## src/bpu_defs.svh

```systemverilog
`ifndef BPU_DEFS_SVH
`define BPU_DEFS_SVH

// datapath
`define BPU_XLEN        32
`define BPU_HIST_W      16

// direction predictor geometry
`define BPU_BIM_IDX_W   9       // pc[9:1]
`define BPU_TAB_IDX_W   8
`define BPU_TAG_W       10
`define BPU_PTAG_W      6       // upper tag bits compared on lookup
`define BPU_NUM_BANKS   2

// target buffer, pc[9:2] index and pc[31:10] tag
`define BPU_BTB_IDX_W   8
`define BPU_BTB_TAG_W   22

// return stack
`define BPU_RAS_DEPTH   32
`define BPU_RAS_PTR_W   5

// rv32 opcodes and link registers
`define BPU_OP_BRANCH   7'b1100011
`define BPU_OP_JAL      7'b1101111
`define BPU_OP_JALR     7'b1100111
`define BPU_REG_RA      5'd1
`define BPU_REG_T0      5'd5

`endif

```

## src/bpu_pkg.sv

```systemverilog
`include "bpu_defs.svh"

package bpu_pkg;

    typedef struct packed {
        logic       imm12;
        logic [5:0] imm10_5;
        logic [4:0] rs2;
        logic [4:0] rs1;
        logic [2:0] funct3;
        logic [3:0] imm4_1;
        logic       imm11;
        logic [6:0] opcode;
    } b_fmt_t;

    typedef struct packed {
        logic       imm20;
        logic [9:0] imm10_1;
        logic       imm11;
        logic [7:0] imm19_12;
        logic [4:0] rd;
        logic [6:0] opcode;
    } j_fmt_t;

    typedef struct packed {
        logic [11:0] imm;
        logic [4:0]  rs1;
        logic [2:0]  funct3;
        logic [4:0]  rd;
        logic [6:0]  opcode;
    } i_fmt_t;

    // one fetch word, viewed per format
    typedef union packed {
        b_fmt_t b;
        j_fmt_t j;
        i_fmt_t i;
    } inst_u;

    typedef logic [1:0] ctr_t;  // msb is the direction

    // jalr through ra or t0
    function automatic logic is_return(input inst_u inst);
        return (inst.i.opcode == `BPU_OP_JALR) &&
               ((inst.i.rs1 == `BPU_REG_RA) || (inst.i.rs1 == `BPU_REG_T0));
    endfunction

endpackage

```

## src/ras.sv

```systemverilog
`timescale 1ns/1ps
`include "bpu_defs.svh"

module ras (
    input  logic                 clk,
    input  logic                 rst,
    input  logic                 push_valid_i,
    input  logic [`BPU_XLEN-1:0] push_data_i,
    input  logic                 ex_branch_valid_i,
    input  logic                 ex_branch_taken_i,
    input  bpu_pkg::inst_u       ex_inst_i,
    input  logic                 ex_stall_i,
    output logic                 top_valid_o,
    output logic [`BPU_XLEN-1:0] top_o
);
    import bpu_pkg::*;

    logic [`BPU_XLEN-1:0]    stack_q [`BPU_RAS_DEPTH];
    logic [`BPU_RAS_PTR_W:0] sp_q;      // entry count, one bit wider than the index
    logic [`BPU_RAS_PTR_W:0] sp_mid;
    logic [`BPU_RAS_PTR_W-1:0] top_idx;
    logic                    pop;
    logic                    push;

    assign top_valid_o = sp_q != '0;
    assign top_idx     = sp_q[`BPU_RAS_PTR_W-1:0] - 1'b1;
    assign top_o       = stack_q[top_idx];

    assign pop = ex_branch_valid_i && ex_branch_taken_i && !ex_stall_i &&
                 is_return(ex_inst_i) && top_valid_o;

    // pop first, then push into the freed slot
    assign sp_mid = sp_q - {{`BPU_RAS_PTR_W{1'b0}}, pop};
    assign push   = push_valid_i && !ex_stall_i && (sp_mid != `BPU_RAS_DEPTH);

    always_ff @(posedge clk or posedge rst) begin
        if (rst)
            sp_q <= '0;
        else
            sp_q <= sp_mid + {{`BPU_RAS_PTR_W{1'b0}}, push};
    end

    always_ff @(posedge clk) begin
        if (push)
            stack_q[sp_mid[`BPU_RAS_PTR_W-1:0]] <= push_data_i;
    end

    a_sp_bound: assert property (@(posedge clk) disable iff (rst)
        sp_q <= `BPU_RAS_DEPTH);

endmodule

```

## config.mk

```make
export PLATFORM = sky130hd
export DESIGN_NAME = ras
export DESIGN_NICKNAME = d
export VERILOG_FILES = /design/src/bpu_pkg.sv /design/src/ras.sv
export VERILOG_INCLUDE_DIRS = /design/src
export SDC_FILE = /design/constraint.sdc
export NUM_CORES = 1
export LEC_CHECK = 0
export ABC_AREA = 1
export BUFFER_PORTS_ARGS = -buffer_cell sky130_fd_sc_hd__buf_2
export CAP_MARGIN = 20
export CORE_UTILIZATION = 50
export CTS_BUF_LIST = sky130_fd_sc_hd__clkbuf_4 sky130_fd_sc_hd__clkbuf_8 sky130_fd_sc_hd__clkbuf_16
export CTS_CLUSTER_DIAMETER = 80
export DETAILED_ROUTE_END_ITERATION = 12
export HOLD_SLACK_MARGIN = 0.08
export PLACE_DENSITY = 0.63
export SYNTH_ARGS = -nofsm -noshare
export SYNTH_HDL_FRONTEND = slang
export SYNTH_SLANG_ARGS = --single-unit
```

## constraint.sdc

```tcl
create_clock -name clk -period 5.55 [get_ports clk]
set_clock_uncertainty 0.15 [all_clocks]
set_input_delay 0.8325 -clock clk [delete_from_list [all_inputs] [get_ports clk]]
set_output_delay 0.8325 -clock clk [all_outputs]
set_load 0.03 [all_outputs]
```

==> results.py <==
metrics = {
    "status": {
        "outcome": "completed",
    },
    "floorplan": {
        "dieHeight_um": 291.5,
        "die_area_um2": 84950,
        "rows": 105,
        "initial_core_util_pct": 50.78,
        "dieWidth_um": 291.5,
        "coreArea_um2": 82500,
        "ios": 103,
    },
    "clock_tree": {
        "ctsHoldBuffers": 1,
        "cts_tree": "done",
        "root_buffer": "clkbuf_16",
        "htree_levels": 3,
        "clk_latency_ns": 0.66,
        "cts_inserted_buffers": 104,
        "cts_buffer_depth": 3,
        "cts_sinks": 1030,
        "cts.repair.resized": 0,
        "cts_setup_buffers": 0,
        "clk_pin_slew_ns": 0.06,
    },
    "placed_design": {
        "gp_congestion": 0.8161,
        "dp_hpwl_mm": 57.89,
        "place_area_um2": 43750,
        "port_buffers": 81,
    },
    "route": {
        "wl_mm": 111.6,
        "wl_per_cell_um": 23.28,
        "dr_total_vias": 27267,
        "postRouteAntennaNets": 0,
        "firstDrtPassIters": 5,
        "routed_via_density": 5.690,
        "drt_iter0_markers": 3032,
        "drc_errors": 0,
    },
    "power_and_ir_drop": {
        "p_int_mw": 16.07,
        "seqPwrFrac_pct": 31.0,
        "peakVddDrop_mv": 1.226,
        "leakagePower_nw": 17.21,
        "power.switching_mw": 12.59,
        "p_clk_share_pct": 23.3,
        "comb_power_share_pct": 45.6,
        "power.density_nw_per_um2": 608.5,
        "swShare_pct": 43.92,
    },
    "worst_setup_path": {
        "reg2reg_slack_ns": 0.98,
        "cp_cell_sequence": "inv_8 -> buf_4 -> buf_12 -> nand2_1 -> nand3_1 -> nand3_1 -> nand2_1 -> nand2_1 -> nand2_1 -> nand2_1 -> nand2_1 -> buf_2",
        "reg2reg_depth": 17,
        "crit_top_cell": "nand2_1",
        "critPathLaunchType": "register",
        "endpoint": "top_o[10]",
        "cp_max_fo": 194,
        "critPathRequiredTime_ns": 4.57,
        "r2r-end": "sp_q[4]",
        "crit_path_top_delay_cell": "buf_4",
        "critPathArrivalTime_ns": 4.33,
        "cp_slowest_stage_delay_ns": 0.64,
        "worstSetupStartpoint": "sp_q[0]",
        "worstSetupPathType": "register to primary output",
        "critPathCaptureType": "primary output",
        "reg2reg_from": "sp_q[0]",
    },
    "sta": {
        "slew_headroom_pct": 26.64,
        "fmax_mhz": 188.2,
        "rsz0062_at_grt": "false",
        "finalHoldViolations": 0,
        "drv_slew": 0,
        "finalSetupTns_ns": 0,
        "setup_violations": 0,
        "period_share_pct": 95.73,
        "tightest_slew_ns": 1.100,
        "post-route-min-period_ns": 5.313,
    },
    "synthesis": {
        "yosys-top-cells-area": "edfxtp_1, nand2_1, nand3_1",
        "ys.flop_type": "edfxtp_1",
        "ys_async_sr_fraction_pct": 0.5825,
        "netlist_instances": 3609,
        "netlist.area_leader.share_pct": 73.40,
        "yosys.cell_count.top_type": "nand2_1",
        "netlist_area_um2": 41890,
        "syn_avg_cell_area_um2": 11.61,
        "synthTopCellsByCount": "nand2_1, edfxtp_1, nand3_1, clkbuf_1, buf_2",
        "synth-edff-count": 1024,
        "synth_cell_types": 25,
        "ys_warn_count": 0,
        "yosys.area.top_type": "edfxtp_1",
        "ys_seq_area_share_pct": 73.76,
        "ys_ff_latch": 1030,
        "synth_nets": 3684,
    },
    "global_route": {
        "grt-ovfl-total": 0,
        "grt_pass1_wl_mm": 166.0,
        "antenna_found_initial": 13,
        "grt_max_degree": 195,
        "track_usage_pct": 26.31,
        "grt_pass1_vias": 25743,
    },
    "cells_and_area": {
        "final_layout_size_suffix_gt1_share_pct": 9.526,
        "syn_to_final_growth_pct": 12.43,
        "nets": 3718,
        "final_area_um2": 47100,
    },
    "min_path": {
        "hp-start": "sp_q[5]",
        "hold_path.class": "register to register",
    },
    "run": {
        "max_cap_violations": 0,
    },
}
through the flow:
| step | hold slack, ns | setup WS, ns | utilization (%) | std cells | power, mW |
|---|---|---|---|---|---|
| floorplan | 0.4541 | 0.5543 | - | 3609 | 17.56 |
| global placement | 0.5058 | 0.7967 | 53.03 | 4602 | 21.93 |
| detailed placement | 0.4940 | 0.7812 | 53.03 | 4602 | 22.01 |
| CTS | 0.4943 | 0.1397 | 56.94 | 4782 | 28.66 |
| global route | 0.5252 | 0.04150 | 57.07 | 4787 | 30.30 |
| finish | 0.5027 | 0.2370 | 57.09 | 4792 | 28.66 |
critical path, delay by kind of cell (launching register included):
kind / cells / cell delay [ns]
buffers and inverters: 4 / 1.88
DFF: 1 / 0.53
and+or+nand+nor: 8 / 0.98
worst min-delay path by stage:
| stage | slack [ns] | cells past startpoint | end |
|---|---|---|---|
| 3_5_place_dp | 0.49 | 3 | sp_q[5] |
| 5_1_grt | 0.53 | 1 | stack_q[6][1] |
| 4_1_cts | 0.49 | 1 | stack_q[15][1] |
| 6_report | 0.50 | 3 | sp_q[5] |
| 3_3_place_gp | 0.51 | 3 | sp_q[5] |
| 2_1_floorplan | 0.45 | 3 | sp_q[5] |
kinds of logic after synthesis:
group	synth area share (%)
XOR/XNOR	0.2270
adder cells (fa/ha/maj)	0.1493
buffers and inverters	2.589
AND/OR/NAND/NOR	23.28
flip-flops	73.76
layer usage:
layer / GRT usage [%] / part of all wire, %
met4: 7.433 / 2.6
met5: 0 / 0.062
met1: 38.36 / 43
met2: 40.71 / 46
met3: 4.719 / 8.5
power groups by stage:
stage / combinational, mW / sequential, mW / clock (mW)
4_1_cts: 13.0 / 8.89 / 6.77
5_1_grt: 14.3 / 8.91 / 7.05
3_5_place_dp: 13.0 / 9.06 / 0
2_1_floorplan: 8.53 / 9.04 / 0
3_3_place_gp: 12.9 / 9.05 / 0
6_report: 13.1 / 8.89 / 6.69
layout by cell type, fill, tap and decap left out, types with 24 or more instances in the layout:
master	instances
nand3_1	774
buf_4	38
clkbuf_16	104
buf_2	81
nand2_1	1484
buf_12	27
edfxtp_1	1024
nor2_4	32
clkbuf_4	24
clkinv_1	25
registers in the layout, indices dropped and copies added (netlist names):
register / cells
stack_q: 1024
sp_q: 6
cell type report:
class | count | area, µm²
clock inverter | 51 | 434.2
multi-input combinational | 2336 | 10200
antenna | 6 | 15.01
fill | 6699 | 35410
clock buffer | 128 | 2783
inverter | 21 | 97.59
sequential | 1030 | 30900
timing repair buffer | 150 | 1324
tap | 1070 | 1339
Power figures use the tool's default switching activity.
