<file path="config.mk">
export PLATFORM = sky130hd
export DESIGN_NAME = tage_hash
export DESIGN_NICKNAME = d
export VERILOG_FILES = /design/src/tage_hash.sv
export VERILOG_INCLUDE_DIRS = /design/src
export SDC_FILE = /design/constraint.sdc
export NUM_CORES = 1
export LEC_CHECK = 0
export ABC_AREA = 1
export BUFFER_PORTS_ARGS = -buffer_cell sky130_fd_sc_hd__buf_2
export CELL_PAD_IN_SITES_DETAIL_PLACEMENT = 1
export CELL_PAD_IN_SITES_GLOBAL_PLACEMENT = 1
export CORE_ASPECT_RATIO = 1.4
export CORE_MARGIN = 2
export CORE_UTILIZATION = 20
export DETAILED_ROUTE_END_ITERATION = 10
export HOLD_SLACK_MARGIN = 0.06
export PLACE_DENSITY_LB_ADDON = 0.12
export SYNTH_ARGS = -nofsm -noshare
export SYNTH_HDL_FRONTEND = slang
export SYNTH_SLANG_ARGS = --single-unit
</file>
<file path="constraint.sdc">
create_clock -name clk -period 0.8 [get_ports clk]
set_input_delay 0.04 -clock clk [delete_from_list [all_inputs] [get_ports clk]]
set_output_delay 0.04 -clock clk [all_outputs]
set_load 0.03 [all_outputs]
</file>
<file path="src/bpu_defs.svh">
`ifndef BPU_DEFS_SVH
`define BPU_DEFS_SVH

// datapath
`define BPU_XLEN        32
`define BPU_HIST_W      16

// direction predictor geometry
`define BPU_BIM_IDX_W   9       // pc[9:1]
`define BPU_TAB_IDX_W   8
`define BPU_TAG_W       10
`define BPU_PTAG_W      6       // upper tag bits compared on lookup
`define BPU_NUM_BANKS   2

// target buffer, pc[9:2] index and pc[31:10] tag
`define BPU_BTB_IDX_W   8
`define BPU_BTB_TAG_W   22

// return stack
`define BPU_RAS_DEPTH   32
`define BPU_RAS_PTR_W   5

// rv32 opcodes and link registers
`define BPU_OP_BRANCH   7'b1100011
`define BPU_OP_JAL      7'b1101111
`define BPU_OP_JALR     7'b1100111
`define BPU_REG_RA      5'd1
`define BPU_REG_T0      5'd5

`endif

</file>
<file path="src/tage_hash.sv">
`timescale 1ns/1ps
`include "bpu_defs.svh"

module tage_hash (
    input  logic                                         clk,
    input  logic                                         rst,
    input  logic [`BPU_XLEN-1:0]                         if_pc_i,
    input  logic [`BPU_XLEN-1:0]                         ex_pc_i,
    input  logic [`BPU_HIST_W-1:0]                       ex_history_i,
    input  logic                                         ex_branch_valid_i,
    input  logic                                         ex_branch_taken_i,
    output logic [`BPU_NUM_BANKS-1:0][`BPU_TAB_IDX_W-1:0] pred_idx_o,
    output logic [`BPU_NUM_BANKS-1:0][`BPU_TAG_W-1:0]     pred_tag_o,
    output logic [`BPU_NUM_BANKS-1:0][`BPU_TAB_IDX_W-1:0] upd_idx_o,
    output logic [`BPU_NUM_BANKS-1:0][`BPU_TAG_W-1:0]     upd_tag_o,
    output logic [`BPU_HIST_W-1:0]                       history_o
);

    logic [`BPU_HIST_W-1:0] ghr_q;

    // bank 0 folds the low history bits into the index, bank 1 the high ones
    function automatic logic [`BPU_TAB_IDX_W-1:0] hash_idx(
        input int bank, input logic [`BPU_XLEN-1:0] pc, input logic [`BPU_HIST_W-1:0] hist);
        if (bank == 0)
            return pc[`BPU_TAB_IDX_W-1:0] ^ hist[`BPU_TAB_IDX_W-1:0];
        return pc[`BPU_TAB_IDX_W-1:0] ^ hist[`BPU_HIST_W-1 -: `BPU_TAB_IDX_W];
    endfunction

    function automatic logic [`BPU_TAG_W-1:0] hash_tag(
        input int bank, input logic [`BPU_XLEN-1:0] pc, input logic [`BPU_HIST_W-1:0] hist);
        logic [`BPU_TAG_W-1:0] pc_bits;
        pc_bits = pc[`BPU_TAB_IDX_W +: `BPU_TAG_W];    // pc[17:8]
        if (bank == 0)
            return pc_bits ^ hist[`BPU_HIST_W-1 -: `BPU_TAG_W];
        return pc_bits ^ {{(`BPU_TAG_W-8){1'b0}}, hist[7:0]};
    endfunction

    always_ff @(posedge clk or posedge rst) begin
        if (rst)
            ghr_q <= '0;
        else if (ex_branch_valid_i)
            ghr_q <= {ghr_q[`BPU_HIST_W-2:0], ex_branch_taken_i};
    end

    assign history_o = ghr_q;

    // lookup uses the live history, training the history the branch was fetched with
    for (genvar k = 0; k < `BPU_NUM_BANKS; k++) begin : g_hash
        assign pred_idx_o[k] = hash_idx(k, if_pc_i, ghr_q);
        assign pred_tag_o[k] = hash_tag(k, if_pc_i, ghr_q);
        assign upd_idx_o[k]  = hash_idx(k, ex_pc_i, ex_history_i);
        assign upd_tag_o[k]  = hash_tag(k, ex_pc_i, ex_history_i);
    end

endmodule

</file>
==> summary.md, run 1 <==
| Metric | Value |
|---|---|
| Critical Path RT | `0.76 ns` |
| Clock Pin Slew Worst Setup and Hold Paths | `0.05 ns` |
| Leak Pwr | `2.24 nW` |
| Initial antenna violation count | `0` |
| Root Buffer | `clkbuf_16` |
| Rows | `39` |
| Reg2Reg Launch Point | `history_o[6]$_DFFE_PP0P_` |
| Synthesized netlist cell count | `345` |
| Total GRT Usage | `0.147` |
| Largest net degree at the start of global routing | `17` |
| Hold path cells | `3` |
| Hold Path End | `history_o[11]$_DFFE_PP0P_` |
| Top cells by count, synth | `247 x nand2_1, 69 x inv_1, 16 x dfrtp_1` |
| Starting Density | `0.207` |
| Failing checks | `setup timing` |
| Post-synth top area share | `0.547` |
| Clock sink count | `16` |
| Ys flop type | `dfrtp_1` |
| Count leader, synth | `nand2_1` |
| Avg Cell Area, Syn | `4.91 um2` |
| Fillcell total | `1100` |
| Worst r2r dst | `history_o[7]$_DFFE_PP0P_` |
| Initial drt markers | `75` |
| CTS tree | `done` |
| Final hold vios | `0` |
| Sequential fraction of the synthesis area | `0.236` |
| DR vias | `2584` |
| Worst Max-Slew Pin Slew | `0.318 ns` |
| DR vias/cell | `4.15` |
| Fin nets | `606` |
| Total number of H-tree levels | `1` |
| Die height | `113 um` |
| Post-Place Worst Slack | `-0.0976 ns` |
| Ys Warns | `0` |
| Number of synthesized flops with an enable pin | `0` |
| Final setup margin | `-0.289 ns` |
| Synth area leader | `nand2_1` |
| Crit. End Element | `output pin` |
| Final setup fails | `63` |
| Layout area overhead | `117%` |
| Period utilization | `1.36` |
| Worst reg-to-reg path cell count | `4` |
| Crit path max fanout | `5` |
| PwrDens | `1760 nW/um2` |
| Min-delay worst type | `input port to register` |
| Async set-reset flop share out of synthesis | `1.00` |
| Setup_tns | `-12.93 ns` |
| Netlist Area Pre-Place | `1700 um2` |
| Die area | `9240 um2` |
| Antenna cell count | `0` |
| Clock latency on the worst-skew pair | `0.25 ns` |
| Fmax achieved | `918 MHz` |
| Final ANT Viol Nets | `0` |
| DR pass1 iterations | `4` |
| Synthesis-stage register bit count | `16` |
| Crit start category | `register` |
| Ranking of synthesized cells by area | `nand2_1 55%, dfrtp_1 24%, inv_1 15%, nand2_2 1.8%, buf_4 1.8%` |
| Final Util | `0.449` |
| Global-route wire length before repair | `11.1 mm` |
| Yosys cell types | `8` |
| Final slew viol count | `0` |
| Post-DP HPWL | `5.48 mm` |
| Max_slew headroom | `0.788` |
| Share of cells above drive strength 1 | `0.599` |
| Clk buf depth | `2` |
| Port bufs | `143` |
| Max_cap viols | `0` |
| Width of the die | `81.8 um` |
| Tot Pwr | `0.00647 W` |
| R2R Setup Slk | `-0.17 ns` |
| HP Start | `ex_branch_valid_i` |
| Largest register FFs | `16` |
| Core footprint | `8200 um2` |
| Clock Skews | `0.00210 ns` |
| Post-Route WL | `6.90 mm` |
| Final worst path period need | `1.09 ns` |
| Io pins | `172` |
| Max VDD drop | `0.954 mV` |
| DR DRC count | `0` |
| Num CTS Buffers | `3` |
| Syn_nets | `429` |
| GP Congestion | `0.727` |
| Worst setup path class | `register to output pin` |
| Arrival time worst endpoint | `1.05 ns` |
| RSZ-0062 raised after global routing | `yes` |
| Global route overflow | `0` |
| Vias in the first global route | `2616` |
| Wire per inst | `11.1 um` |
| Final hold slack | `0.158 ns` |
| Outcome | `finished, violations left` |
## per-stage QoR
step	std cells	cell area (um2)
after global routing	623	3680
after global placement	601	2880
final	623	3680
after detailed placement	601	2880
after CTS	617	3540
after floorplan	345	1970
## worst max-delay path by stage
| stage | start | to | cells past startpoint |
|---|---|---|---|
| final | history_o[11]$_DFFE_PP0P_ | pred_idx_o[11] | 4 |
| after global routing | history_o[7]$_DFFE_PP0P_ | pred_tag_o[1] | 4 |
| after CTS | history_o[7]$_DFFE_PP0P_ | pred_idx_o[7] | 4 |
| after detailed placement | history_o[7]$_DFFE_PP0P_ | pred_idx_o[7] | 4 |
| after global placement | history_o[7]$_DFFE_PP0P_ | pred_tag_o[17] | 4 |
| after floorplan | history_o[7]$_DFFE_PP0P_ | pred_idx_o[7] | 3 |
## layout make-up
| class | count | area, um2 | share of cell area |
|---|---|---|---|
| sequential | 16 | 420 | 0.114 |
| tap | 102 | 128 | 0.0347 |
| inverter | 70 | 275 | 0.0748 |
| clock buffer | 4 | 88.8 | 0.0241 |
| timing repair buffer | 179 | 1400 | 0.381 |
| multi-input combinational | 252 | 1370 | 0.371 |
## per-layer routing
| metal | GRT usage | vias up | wire, um |
|---|---|---|---|
| met5 | 0 | - | 0 |
| met4 | 0.0200 | 0 | 34 |
| met3 | 0.0319 | 5 | 459 |
| met2 | 0.294 | 76 | 4010 |
| met1 | 0.154 | 1189 | 2400 |
| li1 | - | 1314 | - |
## critical path, cell delays in order, from the launching register on
cell and delay [ns]:
dfrtp_2 0.45, inv_2 0.09, nand2_2 0.07, nand2_4 0.06, buf_6 0.12
## kinds of logic (layout without fill, tap and decap cells)
kind of cell,Yosys count,count (layout),synth area share
and+or+nand+nor,252,252,0.565
buffers and inverters,77,253,0.199
DFF,16,16,0.236
## cell usage in the layout, fill, tap and decap left out
master,count
buf_2,93
buf_4,8
buf_6,76
clkbuf_16,3
clkbuf_8,1
dfrtp_2,16
dlygate4sd3_1,2
inv_1,53
inv_2,14
inv_4,2
inv_8,1
nand2_1,154
nand2_2,63
nand2_4,35
## report_power, final
| group | switching [W] | leakage, nW | internal [W] | total, W |
|---|---|---|---|---|
| Clock | 0.000358 | 0.0442 | 0.000762 | 0.00112 |
| Sequential | 0.000233 | 0.188 | 0.000955 | 0.00119 |
| Combinational | 0.00238 | 2.01 | 0.00179 | 0.00417 |
| Total | 0.00297 | 2.24 | 0.00351 | 0.00647 |
## what timing repair did
action	CTS	global route
setup endpoints to repair	59	66
hold buffers	2	0
hold endpoints to repair	17	0
pin swaps	17	9
resized for setup	175	33
setup buffers	12	12
(Power assumes the default switching activity.)
==> run 2: changes to the inputs <==
--- a/config.mk
+++ b/config.mk
@@ -12,10 +12,11 @@
 export CELL_PAD_IN_SITES_GLOBAL_PLACEMENT = 1
 export CORE_ASPECT_RATIO = 1.4
 export CORE_MARGIN = 2
-export CORE_UTILIZATION = 20
+export CORE_UTILIZATION = 22
 export DETAILED_ROUTE_END_ITERATION = 10
 export HOLD_SLACK_MARGIN = 0.06
 export PLACE_DENSITY_LB_ADDON = 0.12
+export SETUP_SLACK_MARGIN = 0.2
 export SYNTH_ARGS = -nofsm -noshare
 export SYNTH_HDL_FRONTEND = slang
 export SYNTH_SLANG_ARGS = --single-unit
==> constraint.sdc (replaced) <==
create_clock -name clk -period 1.4 [get_ports clk]
set_input_delay 0.07 -clock clk [delete_from_list [all_inputs] [get_ports clk]]
set_output_delay 0.07 -clock clk [all_outputs]
set_load 0.03 [all_outputs]
==> summary.md, run 2 (synthesized netlist as in run 1, its figures left out) <==
| Metric | Value |
|---|---|
| Post-DP HPWL | `5.19 mm` |
| Critical Path RT | `1.33 ns` |
| Leak Pwr | `1.94 nW` |
| Clock Pin Slew Worst Setup and Hold Paths | `0.07 ns` |
| Max VDD drop | `0.451 mV` |
| Final Non-Filler Cells | `596` |
| Min-delay worst type | `input port to register` |
| Crit path max fanout | `7` |
| Commonest non-fill, non-tap cells in the layout | `247 x nand2_1, 127 x buf_2, 67 x inv_1, 15 x dfrtp_2, 14 x buf_4` |
| RSZ-0062 raised after global routing | `yes` |
| Setup_tns | `0 ns` |
| Num CTS Buffers | `3` |
| Global-route wire length before repair | `9.51 mm` |
| Arrival time worst endpoint | `1.11 ns` |
| Placed cell area | `2470 um2` |
| Initial antenna violation count | `0` |
| Largest net degree at the start of global routing | `18` |
| Max_cap viols | `0` |
| Clk buf depth | `2` |
| Final worst path period need | `1.18 ns` |
| Fmax achieved | `851 MHz` |
| Share of cells above drive strength 1 | `0.365` |
| Final setup fails | `0` |
| Crit. End Element | `output pin` |
| GP Congestion | `0.746` |
| Wire per inst | `10.2 um` |
| Total GRT Usage | `0.135` |
| Layout area overhead | `59.8%` |
| PwrDens | `995 nW/um2` |
| Initial drt markers | `46` |
| Final setup margin | `0.225 ns` |
| Rows | `37` |
| Starting Density | `0.229` |
| Final slew viol count | `0` |
| Fin nets | `584` |
| DR vias | `2435` |
| Clock latency on the worst-skew pair | `0.25 ns` |
| Outcome | `complete, no violations` |
| Hold path cells | `3` |
| Period utilization | `0.839` |
| Antenna cell count | `0` |
| Clock sink count | `16` |
| Die area | `8430 um2` |
| Io pins | `172` |
| Die height | `108 um` |
| Core footprint | `7410 um2` |
| Largest register FFs | `16` |
| Root Buffer | `clkbuf_8` |
| Worst setup path class | `register to output pin` |
| Final ANT Viol Nets | `0` |
| Global route overflow | `0` |
| Total number of H-tree levels | `1` |
| Share of power burned in registers | `0.245` |
| Width of the die | `78.2 um` |
| Port bufs | `143` |
| Max_slew headroom | `0.582` |
| Most common library cell in the layout ignoring fill and taps | `nand2_1` |
| Final hold vios | `0` |
| Int Pwr | `0.00133 W` |
| DR pass1 iterations | `4` |
| Clock Skews | `0.00296 ns` |
| Final Util | `0.366` |
| Switch Pwr | `0.00137 W` |
| Worst reg-to-reg path cell count | `4` |
| Fin area | `2710 um2` |
| DR vias/cell | `4.09` |
| Post-Place Worst Slack | `0.384 ns` |
| DR DRC count | `0` |
| Vias in the first global route | `2216` |
| CTS tree | `done` |
| Sw Ratio | `0.508` |
| Worst Max-Slew Pin Slew | `0.627 ns` |
| Clock Power Share | `0.154` |
| Inst Count DP | `578` |
| Post-Route WL | `6.10 mm` |
| Combinational fraction of design power | `0.601` |
| Crit start category | `register` |
run 2: changes by cell type in the layout (fill, tap and decap cells not counted), moves of 9 or more:
| cell | change |
|---|---|
| nand2_1 | +93 |
| buf_6 | -71 |
| nand2_2 | -58 |
| nand2_4 | -35 |
| buf_2 | +34 |
| inv_1 | +14 |
| inv_2 | -12 |
| clkbuf_4 | +9 |
run 2: final timing paths:
kind	startpoint	end	slack [ns]
setup / recovery	history_o[6]$_DFFE_PP0P_	pred_idx_o[6]	0.22
hold / removal	ex_branch_valid_i	history_o[11]$_DFFE_PP0P_	0.23
setup reg to reg	history_o[14]$_DFFE_PP0P_	history_o[15]$_DFFE_PP0P_	0.51
hold reg to reg	history_o[0]$_DFFE_PP0P_	history_o[0]$_DFFE_PP0P_	0.55
max in group asynchronous	rst	history_o[1]$_DFFE_PP0P_	0.48
min in group asynchronous	rst	history_o[15]$_DFFE_PP0P_	0.47
run 2: critical path, stage by stage, from the launching register on:
cell,delay [ns]
dfrtp_2,0.46
buf_6,0.13
nand2_1,0.06
nand2_1,0.07
buf_6,0.14
run 2: layer usage:
layer / wire length [um] / share of wire / global-route usage / up-vias
met3: 381 / 0.062 / 0.0243 / 2
li1: - / - / - / 1271
met5: 0 / 0 / 0 / -
met4: 14 / 0.0023 / 0.0150 / 0
met2: 3380 / 0.55 / 0.283 / 69
met1: 2330 / 0.38 / 0.139 / 1093
run 2: power by group through the flow:
stage / registers, W / clock network (W) / logic [W]
floorplan: 0.000768 / 0 / 0.000881
global placement: 0.000670 / 0 / 0.00147
detailed placement: 0.000671 / 0 / 0.00149
CTS: 0.000667 / 0.000425 / 0.00150
global route: 0.000678 / 0.000447 / 0.00177
finish: 0.000660 / 0.000414 / 0.00162
run 2: layout make-up:
type	count	area, um2
clock buffer	4	55.1
fill	1093	4700
inverter	70	270
multi-input combinational	252	958
sequential	16	419
tap	97	121
timing repair buffer	157	885
run 2: per-stage QoR:
step	hold slack [ns]	power (W)
2_1_floorplan	-0.0163	0.00165
3_3_place_gp	0.181	0.00214
3_5_place_dp	0.195	0.00216
4_1_cts	0.237	0.00259
5_1_grt	0.247	0.00289
6_report	0.228	0.00269
run 2: what timing repair did:
action                                  CTS  global route
endpoints found under the setup margin    8            34
pin swaps                                 0             1
hold buffers                              2             0
buffers inserted                          0            12
resized for setup                         6            37
endpoints found under the hold margin    17             0
